File: config.mk
export PLATFORM = sky130hd
export DESIGN_NAME = rv_core
export DESIGN_NICKNAME = d
export VERILOG_FILES = /design/src/source/rv_bus_pkg.sv /design/src/source/rv_isa_pkg.sv /design/src/source/rv_alu.sv /design/src/source/rv_control.sv /design/src/source/rv_core.sv /design/src/source/rv_decode.sv /design/src/source/rv_mem_port.sv /design/src/source/rv_regfile.sv
export VERILOG_INCLUDE_DIRS = /design/src /design/src/source
export SDC_FILE = /design/constraint.sdc
export NUM_CORES = 2
export LEC_CHECK = 0
export BUFFER_PORTS_ARGS = -buffer_cell sky130_fd_sc_hd__buf_4
export CAP_MARGIN = 15
export CORE_MARGIN = 2
export CORE_UTILIZATION = 55
export CTS_BUF_LIST = sky130_fd_sc_hd__clkbuf_4 sky130_fd_sc_hd__clkbuf_8 sky130_fd_sc_hd__clkbuf_16
export CTS_CLUSTER_DIAMETER = 100
export DETAILED_ROUTE_END_ITERATION = 16
export GPL_TIMING_DRIVEN = 0
export PLACE_DENSITY = 0.71
export SLEW_MARGIN = 20
export SYNTH_ARGS = -nofsm -noshare
export SYNTH_HDL_FRONTEND = slang
export SYNTH_SLANG_ARGS = --single-unit
export TNS_END_PERCENT = 50
File: constraint.sdc
create_clock -name clk -period 11.9 [get_ports clk]
set_input_delay 2.38 -clock clk [delete_from_list [all_inputs] [get_ports clk]]
set_output_delay 2.38 -clock clk [all_outputs]
set_load 0.05 [all_outputs]
File: src/source/rv_cfg.svh
`ifndef RV_CFG_SVH
`define RV_CFG_SVH

// Data and address width
`define RV_XLEN 32

// Architectural registers and index width
`define RV_NREGS 32
`define RV_REG_BITS 5

`define RV_RESET_PC 32'h0000_0000

// Bits moved per fast shift cycle
`define RV_SHIFT_STEP 4

`endif

File: src/source/rv_bus_pkg.sv
`include "rv_cfg.svh"

package rv_bus_pkg;

	typedef enum logic [1:0] {
		MEM_BYTE = 2'd0,
		MEM_HALF = 2'd1,
		MEM_WORD = 2'd2
	} mem_size_e;

	typedef enum logic [1:0] {
		MEM_FETCH,
		MEM_LOAD,
		MEM_STORE
	} mem_kind_e;

	// Request from the control FSM to the memory port
	typedef struct packed {
		mem_kind_e            kind;
		logic [`RV_XLEN-1:0]  addr;
		logic [`RV_XLEN-1:0]  wdata;
		mem_size_e            size;
		logic                 load_unsigned;
	} mem_cmd_t;

	// Native bus request, word aligned
	typedef struct packed {
		logic [`RV_XLEN-1:0]   addr;
		logic [`RV_XLEN-1:0]   wdata;
		logic [`RV_XLEN/8-1:0] wstrb;
		logic                  instr;
	} mem_req_t;

endpackage

File: src/source/rv_isa_pkg.sv
`include "rv_cfg.svh"

package rv_isa_pkg;
	import rv_bus_pkg::*;

	typedef enum logic [6:0] {
		OP_LUI    = 7'b0110111,
		OP_AUIPC  = 7'b0010111,
		OP_JAL    = 7'b1101111,
		OP_JALR   = 7'b1100111,
		OP_BRANCH = 7'b1100011,
		OP_LOAD   = 7'b0000011,
		OP_STORE  = 7'b0100011,
		OP_IMM    = 7'b0010011,
		OP_REG    = 7'b0110011
	} opcode_e;

	typedef enum logic [3:0] {
		ALU_ADD, ALU_SUB, ALU_SLT, ALU_SLTU,
		ALU_XOR, ALU_OR, ALU_AND,
		ALU_SLL, ALU_SRL, ALU_SRA,
		ALU_BEQ, ALU_BNE, ALU_BLT, ALU_BGE, ALU_BLTU, ALU_BGEU
	} alu_op_e;

	typedef enum logic [3:0] {
		CLS_LUI, CLS_AUIPC, CLS_JAL, CLS_JALR, CLS_BRANCH,
		CLS_LOAD, CLS_STORE, CLS_ALU_IMM, CLS_ALU_REG,
		CLS_SHIFT_IMM, CLS_SHIFT_REG
	} iclass_e;

	typedef logic [`RV_REG_BITS-1:0] reg_idx_t;
	typedef logic [$clog2(`RV_SHIFT_STEP + 1)-1:0] shift_step_t;

	typedef struct packed {
		logic [6:0] funct7;
		reg_idx_t   rs2;
		reg_idx_t   rs1;
		logic [2:0] funct3;
		reg_idx_t   rd;
		opcode_e    opcode;
	} r_fmt_t;

	typedef struct packed {
		logic [11:0] imm;
		reg_idx_t    rs1;
		logic [2:0]  funct3;
		reg_idx_t    rd;
		opcode_e     opcode;
	} i_fmt_t;

	typedef struct packed {
		logic [6:0] imm_hi;
		reg_idx_t   rs2;
		reg_idx_t   rs1;
		logic [2:0] funct3;
		logic [4:0] imm_lo;
		opcode_e    opcode;
	} s_fmt_t;

	typedef struct packed {
		logic       imm12;
		logic [5:0] imm10_5;
		reg_idx_t   rs2;
		reg_idx_t   rs1;
		logic [2:0] funct3;
		logic [3:0] imm4_1;
		logic       imm11;
		opcode_e    opcode;
	} b_fmt_t;

	typedef struct packed {
		logic [19:0] imm;
		reg_idx_t    rd;
		opcode_e     opcode;
	} u_fmt_t;

	typedef struct packed {
		logic       imm20;
		logic [9:0] imm10_1;
		logic       imm11;
		logic [7:0] imm19_12;
		reg_idx_t   rd;
		opcode_e    opcode;
	} j_fmt_t;

	// One instruction word, viewed per format
	typedef union packed {
		r_fmt_t r;
		i_fmt_t i;
		s_fmt_t s;
		b_fmt_t b;
		u_fmt_t u;
		j_fmt_t j;
	} instr_u;

	typedef struct packed {
		iclass_e             cls;
		alu_op_e             alu_op;
		reg_idx_t            rd;
		reg_idx_t            rs1;
		reg_idx_t            rs2;
		logic [`RV_XLEN-1:0] imm;
		mem_size_e           size;
		logic                load_unsigned;
		logic                illegal;
	} decoded_t;

endpackage

File: src/source/rv_alu.sv
`timescale 1ns/1ps
`include "rv_cfg.svh"

module rv_alu
	import rv_isa_pkg::*;
(
	input  logic [`RV_XLEN-1:0] a,
	input  logic [`RV_XLEN-1:0] b,
	input  shift_step_t         shift_step,
	input  alu_op_e             alu_op,
	output logic [`RV_XLEN-1:0] result,
	output logic                cond
);

	always_comb begin
		case (alu_op)
			ALU_BEQ:            cond = a == b;
			ALU_BNE:            cond = a != b;
			ALU_BLT, ALU_SLT:   cond = $signed(a) < $signed(b);
			ALU_BGE:            cond = $signed(a) >= $signed(b);
			ALU_BLTU, ALU_SLTU: cond = a < b;
			ALU_BGEU:           cond = a >= b;
			default:            cond = 1'b0;
		endcase
	end

	always_comb begin
		case (alu_op)
			ALU_SUB:           result = a - b;
			ALU_SLT, ALU_SLTU: result = {{(`RV_XLEN-1){1'b0}}, cond};
			ALU_XOR:           result = a ^ b;
			ALU_OR:            result = a | b;
			ALU_AND:           result = a & b;
			// One shift step per cycle while control counts down
			ALU_SLL:           result = a << shift_step;
			ALU_SRL:           result = a >> shift_step;
			ALU_SRA:           result = $signed(a) >>> shift_step;
			default:           result = a + b;
		endcase
	end

endmodule

File: src/source/rv_control.sv
`timescale 1ns/1ps
`include "rv_cfg.svh"

module rv_control
	import rv_isa_pkg::*;
	import rv_bus_pkg::*;
(
	input  logic                clk,
	input  logic                resetn,
	input  decoded_t            decoded,
	input  logic [`RV_XLEN-1:0] rs1_data,
	input  logic [`RV_XLEN-1:0] rs2_data,
	input  logic [`RV_XLEN-1:0] alu_result,
	input  logic                alu_cond,
	input  logic [`RV_XLEN-1:0] rd_data,
	input  logic                cmd_done,
	input  logic                misaligned,
	output logic [`RV_XLEN-1:0] op1,
	output logic [`RV_XLEN-1:0] op2,
	output shift_step_t         shift_amt_step,
	output alu_op_e             alu_op,
	output logic                wr_en,
	output reg_idx_t            wr_addr,
	output logic [`RV_XLEN-1:0] wr_data,
	output logic                decode_load,
	output logic                cmd_start,
	output mem_cmd_t            cmd,
	output logic                trap
);

	typedef enum logic [2:0] {
		S_FETCH, S_DECODE, S_EXEC, S_SHIFT, S_MEM, S_TRAP
	} state_e;

	state_e              state;
	logic [`RV_XLEN-1:0] pc;
	logic [`RV_XLEN-1:0] pc_plus4;
	logic [`RV_XLEN-1:0] next_pc;
	logic [`RV_XLEN-1:0] out_q;
	reg_idx_t            shamt;
	logic                fetch_sent;
	logic                wb_pending;
	logic                is_mem;
	logic                is_shift;

	assign is_mem = decoded.cls == CLS_LOAD || decoded.cls == CLS_STORE;
	assign is_shift = decoded.cls == CLS_SHIFT_IMM || decoded.cls == CLS_SHIFT_REG;
	assign pc_plus4 = pc + `RV_XLEN'(4);
	assign alu_op = decoded.alu_op;
	assign shift_amt_step = (shamt >= `RV_SHIFT_STEP) ? shift_step_t'(`RV_SHIFT_STEP)
	                                                  : shift_step_t'(1);

	assign cmd_start = (state == S_FETCH && !fetch_sent) || (state == S_EXEC && is_mem);
	assign decode_load = state == S_FETCH && cmd_done;
	assign trap = state == S_TRAP;

	// Writeback lands in the first fetch cycle
	assign wr_en = state == S_FETCH && wb_pending;
	assign wr_addr = decoded.rd;
	assign wr_data = out_q;

	always_comb begin
		case (decoded.cls)
			CLS_JAL:    next_pc = alu_result;
			CLS_JALR:   next_pc = {alu_result[`RV_XLEN-1:1], 1'b0};
			CLS_BRANCH: next_pc = alu_cond ? pc + decoded.imm : pc_plus4;
			default:    next_pc = pc_plus4;
		endcase
	end

	always_comb begin
		cmd.kind = MEM_FETCH;
		cmd.addr = pc;
		cmd.wdata = rs2_data;
		cmd.size = MEM_WORD;
		cmd.load_unsigned = 1'b0;
		// Data access address comes straight from the adder
		if (state == S_EXEC) begin
			cmd.kind = (decoded.cls == CLS_STORE) ? MEM_STORE : MEM_LOAD;
			cmd.addr = alu_result;
			cmd.size = decoded.size;
			cmd.load_unsigned = decoded.load_unsigned;
		end
	end

	always_ff @(posedge clk) begin
		if (!resetn) begin
			state <= S_FETCH;
			pc <= `RV_RESET_PC;
			fetch_sent <= 1'b0;
			wb_pending <= 1'b0;
		end else begin
			case (state)
				S_FETCH: begin
					wb_pending <= 1'b0;
					if (cmd_start)
						fetch_sent <= 1'b1;
					if (misaligned) begin
						state <= S_TRAP;
					end else if (cmd_done) begin
						fetch_sent <= 1'b0;
						state <= S_DECODE;
					end
				end
				S_DECODE: begin
					if (decoded.illegal)
						state <= S_TRAP;
					else if (is_shift)
						state <= S_SHIFT;
					else
						state <= S_EXEC;
				end
				S_EXEC: begin
					pc <= next_pc;
					if (is_mem) begin
						state <= S_MEM;
					end else begin
						wb_pending <= decoded.cls != CLS_BRANCH;
						state <= S_FETCH;
					end
				end
				S_SHIFT: begin
					if (shamt == '0) begin
						pc <= pc_plus4;
						wb_pending <= 1'b1;
						state <= S_FETCH;
					end
				end
				S_MEM: begin
					if (misaligned) begin
						state <= S_TRAP;
					end else if (cmd_done) begin
						wb_pending <= decoded.cls == CLS_LOAD;
						state <= S_FETCH;
					end
				end
				default: state <= S_TRAP;
			endcase
		end
	end

	always_ff @(posedge clk) begin
		case (state)
			S_DECODE: begin
				op1 <= (decoded.cls == CLS_AUIPC || decoded.cls == CLS_JAL) ? pc : rs1_data;
				op2 <= (decoded.cls == CLS_ALU_REG || decoded.cls == CLS_BRANCH) ? rs2_data
				                                                                 : decoded.imm;
				shamt <= (decoded.cls == CLS_SHIFT_REG) ? rs2_data[`RV_REG_BITS-1:0]
				                                        : decoded.rs2;
			end
			S_EXEC: begin
				case (decoded.cls)
					CLS_LUI:           out_q <= decoded.imm;
					CLS_JAL, CLS_JALR: out_q <= pc_plus4;
					default:           out_q <= alu_result;
				endcase
			end
			S_SHIFT: begin
				if (shamt != '0) begin
					op1 <= alu_result;
					shamt <= shamt - reg_idx_t'(shift_amt_step);
				end else begin
					out_q <= op1;
				end
			end
			S_MEM: begin
				if (cmd_done)
					out_q <= rd_data;
			end
			default: ;
		endcase
	end

endmodule

File: src/source/rv_core.sv
`timescale 1ns/1ps
`include "rv_cfg.svh"

module rv_core
	import rv_isa_pkg::*;
	import rv_bus_pkg::*;
(
	input  logic                clk,
	input  logic                resetn,
	output logic                mem_valid,
	output mem_req_t            mem_req,
	input  logic                mem_ready,
	input  logic [`RV_XLEN-1:0] mem_rdata,
	output logic                trap
);

	decoded_t            decoded;
	logic [`RV_XLEN-1:0] rs1_data;
	logic [`RV_XLEN-1:0] rs2_data;
	logic [`RV_XLEN-1:0] op1;
	logic [`RV_XLEN-1:0] op2;
	logic [`RV_XLEN-1:0] alu_result;
	logic                alu_cond;
	alu_op_e             alu_op;
	shift_step_t         shift_step;
	logic                wr_en;
	reg_idx_t            wr_addr;
	logic [`RV_XLEN-1:0] wr_data;
	logic                decode_load;
	logic                cmd_start;
	mem_cmd_t            cmd;
	logic                cmd_done;
	logic                misaligned;
	logic [`RV_XLEN-1:0] rd_data;

	rv_control u_rv_control (
		.clk            (clk),
		.resetn         (resetn),
		.decoded        (decoded),
		.rs1_data       (rs1_data),
		.rs2_data       (rs2_data),
		.alu_result     (alu_result),
		.alu_cond       (alu_cond),
		.rd_data        (rd_data),
		.cmd_done       (cmd_done),
		.misaligned     (misaligned),
		.op1            (op1),
		.op2            (op2),
		.shift_amt_step (shift_step),
		.alu_op         (alu_op),
		.wr_en          (wr_en),
		.wr_addr        (wr_addr),
		.wr_data        (wr_data),
		.decode_load    (decode_load),
		.cmd_start      (cmd_start),
		.cmd            (cmd),
		.trap           (trap)
	);

	rv_decode u_rv_decode (
		.clk         (clk),
		.resetn      (resetn),
		.decode_load (decode_load),
		.instr       (rd_data),
		.decoded     (decoded)
	);

	rv_regfile u_rv_regfile (
		.clk      (clk),
		.rs1_addr (decoded.rs1),
		.rs2_addr (decoded.rs2),
		.rs1_data (rs1_data),
		.rs2_data (rs2_data),
		.wr_en    (wr_en),
		.wr_addr  (wr_addr),
		.wr_data  (wr_data)
	);

	rv_alu u_rv_alu (
		.a          (op1),
		.b          (op2),
		.shift_step (shift_step),
		.alu_op     (alu_op),
		.result     (alu_result),
		.cond       (alu_cond)
	);

	rv_mem_port u_rv_mem_port (
		.clk        (clk),
		.resetn     (resetn),
		.cmd_start  (cmd_start),
		.cmd        (cmd),
		.cmd_done   (cmd_done),
		.rd_data    (rd_data),
		.misaligned (misaligned),
		.mem_valid  (mem_valid),
		.mem_req    (mem_req),
		.mem_ready  (mem_ready),
		.mem_rdata  (mem_rdata)
	);

endmodule

File: src/source/rv_decode.sv
`timescale 1ns/1ps
`include "rv_cfg.svh"

module rv_decode
	import rv_isa_pkg::*;
	import rv_bus_pkg::*;
(
	input  logic                clk,
	input  logic                resetn,
	input  logic                decode_load,
	input  logic [`RV_XLEN-1:0] instr,
	output decoded_t            decoded
);

	instr_u     ir;
	logic [2:0] funct3;
	logic [6:0] funct7;

	assign funct3 = ir.r.funct3;
	assign funct7 = ir.r.funct7;

	// Shared by register-immediate and register-register forms
	function automatic alu_op_e arith_op(input logic [2:0] f3, input logic alt);
		case (f3)
			3'b000:  return alt ? ALU_SUB : ALU_ADD;
			3'b001:  return ALU_SLL;
			3'b010:  return ALU_SLT;
			3'b011:  return ALU_SLTU;
			3'b100:  return ALU_XOR;
			3'b101:  return alt ? ALU_SRA : ALU_SRL;
			3'b110:  return ALU_OR;
			default: return ALU_AND;
		endcase
	endfunction

	always_ff @(posedge clk) begin
		if (!resetn)
			ir <= '0;
		else if (decode_load)
			ir <= instr;
	end

	always_comb begin
		decoded = '0;
		decoded.rd = ir.r.rd;
		decoded.rs1 = ir.r.rs1;
		decoded.rs2 = ir.r.rs2;
		decoded.alu_op = ALU_ADD;
		decoded.size = mem_size_e'(funct3[1:0]);
		decoded.load_unsigned = funct3[2];
		decoded.imm = {{20{ir.i.imm[11]}}, ir.i.imm};
		case (ir.r.opcode)
			OP_LUI, OP_AUIPC: begin
				decoded.cls = (ir.u.opcode == OP_LUI) ? CLS_LUI : CLS_AUIPC;
				decoded.imm = {ir.u.imm, 12'b0};
			end
			OP_JAL: begin
				decoded.cls = CLS_JAL;
				decoded.imm = {{12{ir.j.imm20}}, ir.j.imm19_12, ir.j.imm11, ir.j.imm10_1, 1'b0};
			end
			OP_JALR: begin
				decoded.cls = CLS_JALR;
				decoded.illegal = funct3 != 3'b000;
			end
			OP_BRANCH: begin
				decoded.cls = CLS_BRANCH;
				decoded.imm = {{20{ir.b.imm12}}, ir.b.imm11, ir.b.imm10_5, ir.b.imm4_1, 1'b0};
				case (funct3)
					3'b000: decoded.alu_op = ALU_BEQ;
					3'b001: decoded.alu_op = ALU_BNE;
					3'b100: decoded.alu_op = ALU_BLT;
					3'b101: decoded.alu_op = ALU_BGE;
					3'b110: decoded.alu_op = ALU_BLTU;
					3'b111: decoded.alu_op = ALU_BGEU;
					default: decoded.illegal = 1'b1;
				endcase
			end
			OP_LOAD: begin
				decoded.cls = CLS_LOAD;
				// lw with the unsigned bit is an RV64 form
				decoded.illegal = funct3[1:0] == 2'b11 || funct3[2:1] == 2'b11;
			end
			OP_STORE: begin
				decoded.cls = CLS_STORE;
				decoded.imm = {{20{ir.s.imm_hi[6]}}, ir.s.imm_hi, ir.s.imm_lo};
				decoded.illegal = funct3 > 3'b010;
			end
			OP_IMM: begin
				decoded.alu_op = arith_op(funct3, funct3 == 3'b101 && funct7[5]);
				if (funct3 == 3'b001 || funct3 == 3'b101) begin
					decoded.cls = CLS_SHIFT_IMM;
					decoded.illegal = (funct7 & 7'b1011111) != 7'b0 ||
					                  (funct3 == 3'b001 && funct7[5]);
				end else begin
					decoded.cls = CLS_ALU_IMM;
				end
			end
			OP_REG: begin
				decoded.alu_op = arith_op(funct3, funct7[5]);
				decoded.cls = (funct3 == 3'b001 || funct3 == 3'b101) ? CLS_SHIFT_REG
				                                                     : CLS_ALU_REG;
				decoded.illegal = (funct7 & 7'b1011111) != 7'b0 ||
				                  (funct7[5] && funct3 != 3'b000 && funct3 != 3'b101);
			end
			default: decoded.illegal = 1'b1;
		endcase
	end

endmodule

File: src/source/rv_mem_port.sv
`timescale 1ns/1ps
`include "rv_cfg.svh"

module rv_mem_port
	import rv_bus_pkg::*;
(
	input  logic                clk,
	input  logic                resetn,
	input  logic                cmd_start,
	input  mem_cmd_t            cmd,
	output logic                cmd_done,
	output logic [`RV_XLEN-1:0] rd_data,
	output logic                misaligned,
	output logic                mem_valid,
	output mem_req_t            mem_req,
	input  logic                mem_ready,
	input  logic [`RV_XLEN-1:0] mem_rdata
);

	logic [`RV_XLEN-1:0]   wdata_placed;
	logic [`RV_XLEN/8-1:0] wstrb_placed;
	logic                  bad_align;
	logic [1:0]            lane_q;
	mem_size_e             size_q;
	logic                  unsigned_q;
	logic [`RV_XLEN-1:0]   lane_word;

	assign bad_align = (cmd.size == MEM_WORD && cmd.addr[1:0] != 2'b00) ||
	                   (cmd.size == MEM_HALF && cmd.addr[0]);
	assign cmd_done = mem_valid && mem_ready;

	// Replicate narrow stores across lanes
	always_comb begin
		case (cmd.size)
			MEM_BYTE: begin
				wdata_placed = {4{cmd.wdata[7:0]}};
				wstrb_placed = 4'b0001 << cmd.addr[1:0];
			end
			MEM_HALF: begin
				wdata_placed = {2{cmd.wdata[15:0]}};
				wstrb_placed = cmd.addr[1] ? 4'b1100 : 4'b0011;
			end
			default: begin
				wdata_placed = cmd.wdata;
				wstrb_placed = 4'b1111;
			end
		endcase
		if (cmd.kind != MEM_STORE)
			wstrb_placed = '0;
	end

	always_comb begin
		lane_word = mem_rdata >> {lane_q, 3'b000};
		case (size_q)
			MEM_BYTE: rd_data = {{24{lane_word[7] & !unsigned_q}}, lane_word[7:0]};
			MEM_HALF: rd_data = {{16{lane_word[15] & !unsigned_q}}, lane_word[15:0]};
			default:  rd_data = mem_rdata;
		endcase
	end

	always_ff @(posedge clk) begin
		if (!resetn) begin
			mem_valid <= 1'b0;
			misaligned <= 1'b0;
		end else begin
			misaligned <= cmd_start && bad_align;
			if (cmd_start && !bad_align)
				mem_valid <= 1'b1;
			else if (mem_ready)
				mem_valid <= 1'b0;
		end
	end

	always_ff @(posedge clk) begin
		if (cmd_start) begin
			mem_req.addr <= {cmd.addr[`RV_XLEN-1:2], 2'b00};
			mem_req.wdata <= wdata_placed;
			mem_req.wstrb <= wstrb_placed;
			mem_req.instr <= cmd.kind == MEM_FETCH;
			lane_q <= cmd.addr[1:0];
			size_q <= cmd.size;
			unsigned_q <= cmd.load_unsigned;
		end
	end

endmodule

File: src/source/rv_regfile.sv
`timescale 1ns/1ps
`include "rv_cfg.svh"

module rv_regfile
	import rv_isa_pkg::*;
(
	input  logic                clk,
	input  reg_idx_t            rs1_addr,
	input  reg_idx_t            rs2_addr,
	output logic [`RV_XLEN-1:0] rs1_data,
	output logic [`RV_XLEN-1:0] rs2_data,
	input  logic                wr_en,
	input  reg_idx_t            wr_addr,
	input  logic [`RV_XLEN-1:0] wr_data
);

	// No storage behind x0
	logic [`RV_XLEN-1:0] regs [1:`RV_NREGS-1];

	assign rs1_data = (rs1_addr == '0) ? '0 : regs[rs1_addr];
	assign rs2_data = (rs2_addr == '0) ? '0 : regs[rs2_addr];

	always_ff @(posedge clk) begin
		if (wr_en && wr_addr != '0)
			regs[wr_addr] <= wr_data;
	end

endmodule
==> results by stage <==
Setup path:
- The cell class contributing the biggest share of worst-path delay is compound AO/OA/AOI/OAI gates.
- The worst setup path is captured at a register.
- The highest cell delay on the worst timing path is approximately 690 ps.
- The data required time at the worst endpoint is 12630 ps.
- The standard cell with the maximum stage delay on the critical path is sky130_fd_sc_hd__a211oi_1.
- The critical path is of the reg -> reg type.
- STA classifies the critical path startpoint as a register.
- The number of buffers and inverters on the critical path is 4.
- The largest fanout of any net on the critical path is 10.
- The startpoint identified for the worst register-to-register timing path is u_rv_decode.ir[6].
- For flop-to-flop paths, the worst setup slack is 4970 ps.
- The number of cells on the worst reg-to-reg path is 22.
- Walking the worst path, the cells encountered are buf_2 -> nand3b_1 -> nor3_1 -> and2_1 -> or2_2 -> clkbuf_1 -> o21bai_1 -> a222oi_1 -> buf_2 -> inv_1 -> ha_1 -> nor3_1 -> o21a_1 -> a21boi_0 -> a211oi_1 -> o22ai_1 -> a31o_2 -> a21o_1 -> a21oi_1 -> xnor2_1 -> nand2_1 -> a31oi_1.
- For the worst setup path, the data arrival time is 7660 ps.
- The worst register-to-register path ends at u_rv_control.pc[31].

Placement:
- The cell area after placement is between 0.07 and 0.08 sq mm.
- Once detailed placement completed, the half-perimeter wirelength came to 225 mm.
- Port buffering added 103 buffers.
- The number of instances in the placed design is 6581.
- The final estimated routing congestion in global placement is about 1.1.

Cells and area:
- In the final layout, the share of cells above drive strength 1 is 0.250.
- Relative to the synthesized area, the layout overhead comes to 13.8%.
- In the layout the commonest cells are sky130_fd_sc_hd__edfxtp_1, sky130_fd_sc_hd__mux4_2, sky130_fd_sc_hd__a21oi_1, sky130_fd_sc_hd__nor2_1, sky130_fd_sc_hd__nand2_1.
- The area of all placed cells without fillers is 0.0767 sq mm.
- The most common library cell in the layout ignoring fill and taps is sky130_fd_sc_hd__edfxtp_1.
- The final layout contains 5266 nets.
- After filler insertion, the fill cell instance count of the layout stands at ~8600.
- The finished layout holds 6827 standard cells, fillers aside.

Run status:
- The flow ran to the end, and the final reports show no timing, DRC or antenna violations.

Clock tree:
- The H-tree depth reported by CTS is 4.
- Clock latency on the worst-skew pair, taken at its later pin, is between 800 and 900 ps.
- The number of CTS-inserted buffers is 130.
- For this design, the sink count on the clock tree is 1246.
- After clock tree synthesis, the flow added hold-fix buffers numbering 0.
- The clock-pin transition on the worst setup and hold timing paths is about 60 ps.
- The longest clock path from root to sink contains 3 buffers.
- The cell sitting at the root of the clock tree is a sky130_fd_sc_hd__clkbuf_16.
- TritonCTS built the clock tree.
- The number of gates resized after CTS was 0.
- Buffers added to address setup during post-CTS repair amount to 0.

Power:
- The worst-case vdd ir drop is 0.000170 V.
- The sequential share of power is 0.425.
- Of the total power, the share spent switching nets is 0.323.
- The internal power of the cells totals 0.00797 W.
- For this design the total switching power over the nets is 0.00380 W.
- The part of the total power dissipated in the clock network is 0.355.
- The reported leakage power is about 25 nW.
- The design draws 0.0118 W.
- The relative contribution of combinational cells to total power is 0.220.
- The power per standard cell area is 153 mW/mm^2.

Min path:
- The worst hold path begins at u_rv_decode.ir[1].
- The worst hold path belongs to the class reg -> reg.
- The worst hold path depth is 2.
- The path with the worst hold slack has its endpoint at u_rv_decode.ir[1].

Timing:
- The highest achievable clock rate is 0.144 GHz.
- Summed over all failing endpoints, the final setup total negative slack is 0 ps.
- Setup repair after global routing left no endpoint under its margin.
- The total count of hold-check failures in the final report is 0.
- The clock period minus worst slack is 6930 ps.
- For the final database, setup skew stands at 61.5 ps.
- Setup violations remaining at the end of the flow were counted as 0.
- The actual slew at the worst max-slew pin is 1400 ps.
- In the finished design, the share of the clock period the worst path needs comes to 0.582.
- Final hold analysis gives a worst-case slack of 476 ps.
- The tightest slew margin relative to the limit is 0.0661.
- The final count of pins violating max slew was 0.

Routing:
- The pre-antenna-repair detailed-routing pass consisted of 7 iterations.
- Dividing the detail-routed via count by the number of cells gives 7.94.
- After detailed routing, the total wire length is 323 mm.
- The remaining antenna violation count is 0.
- The DRC violation total after the first TritonRoute iteration is 10814.
- The post-route DRC violation count is 0.
- The via total after detailed routing is 54239.
- The average wire per cell in the routed design is between 40 and 50 microns.

Synthesis:
- For this run, the register share of the synthesized area comes to 0.543.
- The leading register cell type out of synthesis is sky130_fd_sc_hd__edfxtp_1.
- The cell count after synthesis came out at 4764.
- Synthesis instantiated 109 different standard cells from the library.
- For this run, the number of Yosys warnings is 0.
- For this run, asynchronously set or reset flops after synthesis account for 0.
- The cell area after technology mapping is 0.0674 sq mm.
- A synthesized cell averages 14.1 sq um.
- The flip-flop and latch count after synthesis is roughly 1200.
- The synthesized design contains about 1200 enable-type register cells.

Floorplan:
- The die span in y is roughly 350 microns.
- The number of placement rows is 128.
- The initial utilization of the core area, before any placement, comes to 0.554.
- The number of placed I/O pins is 106.
- The core region is 0.122 sq mm.
- Measured along the x axis, the die boundary spans around 350 microns.
- The die covers approximately 0.13 sq mm.

Global routing:
- In the global route stage, overall resource usage came out at 0.512.
- The initial antenna violation count is 22.
- Entering global routing, the biggest net connects 33 pins.
- The global-route wire length before repair is 435 mm.
- The total global routing overflow is 0.
- The via count of the first global-routing pass came to between 50000 and 60000.

Job:
- Max-cap violations in this run came to 0.
[stage by stage]
step                utilization  setup slack [ps]
finish                    0.630              4970
global placement          0.577               682
floorplan                     -              5230
global route              0.630              5060
CTS                       0.629              5160
detailed placement        0.594              5160
[how the worst max path moves through the flow]
stage | startpoint | to | slack, ps | cells after the start
6_report | u_rv_decode.ir[6] | u_rv_control.pc[31] | 4970 | 22
5_1_grt | u_rv_decode.ir[6] | u_rv_control.pc[31] | 5060 | 21
4_1_cts | u_rv_decode.ir[6] | u_rv_control.pc[31] | 5160 | 20
3_5_place_dp | u_rv_decode.ir[6] | u_rv_control.pc[31] | 5160 | 20
3_3_place_gp | u_rv_control.state[0] | u_rv_mem_port.mem_valid | 680 | 5
2_1_floorplan | u_rv_control.state[0] | u_rv_mem_port.mem_valid | 5230 | 5
[logic make-up after synthesis]
logic type / after synthesis / synth area share
buffers and inverters: 482 / 0.0285
other: 1 / 0.0000556
flip-flops: 1246 / 0.543
adder cells (fa/ha/maj): 140 / 0.0263
AO/OA/AOI/OAI: 1028 / 0.0997
AND/OR/NAND/NOR: 1023 / 0.0698
multiplexers: 771 / 0.223
XOR/XNOR: 73 / 0.00949
[worst min-delay path, cell delays in order, from the launching register on]
cell	delay (ps)
sky130_fd_sc_hd__dfxtp_1	320
sky130_fd_sc_hd__nand2_1	50
sky130_fd_sc_hd__a21oi_1	60
[routing by layer]
| layer | vias up | GRT usage | wire, microns |
|---|---|---|---|
| li1 | 19826 | - | - |
| met1 | 26214 | 0.560 | 95400 |
| met2 | 6180 | 0.766 | 141000 |
| met3 | 1995 | 0.201 | 45900 |
| met4 | 24 | 0.470 | 39500 |
| met5 | - | 0.0117 | 410 |
[power by group through the flow]
stage          logic, W  registers (W)  clock network (W)
6_report        0.00259        0.00500            0.00417
2_1_floorplan   0.00120        0.00524                  0
3_3_place_gp    0.00234        0.00511                  0
5_1_grt         0.00258        0.00500            0.00427
3_5_place_dp    0.00240        0.00508                  0
4_1_cts         0.00244        0.00499            0.00412
[layout make-up]
cell class | instances | area, sq um | share of cell area
diodes | 11 | 27.5 | 0.000359
plain buffers | 354 | 1550 | 0.0202
clock buffers | 159 | 3490 | 0.0455
clock inverters | 73 | 714 | 0.00932
inverters | 128 | 480 | 0.00627
multi-input cells | 3037 | 29300 | 0.382
flip-flops and latches | 1246 | 36600 | 0.477
well taps | 1625 | 2030 | 0.0265
repair buffers | 194 | 2510 | 0.0328
[cell usage after synthesis, types with 20 or more instances]
master	n	share of area
sky130_fd_sc_hd__edfxtp_1	1165	0.52
sky130_fd_sc_hd__mux4_2	576	0.19
sky130_fd_sc_hd__nor2_1	378	0.021
sky130_fd_sc_hd__a21oi_1	367	0.027
sky130_fd_sc_hd__nand2_1	284	0.016
sky130_fd_sc_hd__clkbuf_1	230	0.013
sky130_fd_sc_hd__o21ai_0	156	0.012
sky130_fd_sc_hd__ha_1	137	0.025
sky130_fd_sc_hd__mux2i_1	126	0.019
sky130_fd_sc_hd__inv_1	121	0.0067
sky130_fd_sc_hd__nor3_1	87	0.0065
sky130_fd_sc_hd__dfxtp_1	81	0.024
sky130_fd_sc_hd__buf_1	73	0.0041
sky130_fd_sc_hd__mux2_2	64	0.011
sky130_fd_sc_hd__a221oi_1	57	0.0074
sky130_fd_sc_hd__nand3_1	56	0.0042
sky130_fd_sc_hd__xnor2_1	53	0.0069
sky130_fd_sc_hd__a211oi_1	46	0.0051
sky130_fd_sc_hd__a22oi_1	45	0.0050
sky130_fd_sc_hd__buf_2	38	0.0028
sky130_fd_sc_hd__o221ai_1	37	0.0048
sky130_fd_sc_hd__nand2b_1	34	0.0032
sky130_fd_sc_hd__nor2b_1	28	0.0026
sky130_fd_sc_hd__a21o_1	27	0.0030
sky130_fd_sc_hd__and3_1	27	0.0025
sky130_fd_sc_hd__o22ai_1	27	0.0025
sky130_fd_sc_hd__a31oi_1	26	0.0024
sky130_fd_sc_hd__nand4_1	23	0.0021
sky130_fd_sc_hd__o211ai_1	20	0.0022
sky130_fd_sc_hd__xor2_1	20	0.0026
[sequential cells by signal (all words and copies together) (netlist names), 2 cells and up, named ones only]
register               count
u_rv_regfile.regs        992
u_rv_mem_port.mem_req     67
u_rv_control.op1          32
u_rv_control.op2          32
u_rv_control.pc           32
u_rv_control.wr_data      32
u_rv_decode.ir            32
u_rv_control.shamt         5
u_rv_control.state         3
u_rv_mem_port.lane_q       2
u_rv_mem_port.size_q       2
(Power assumes the default switching activity.)
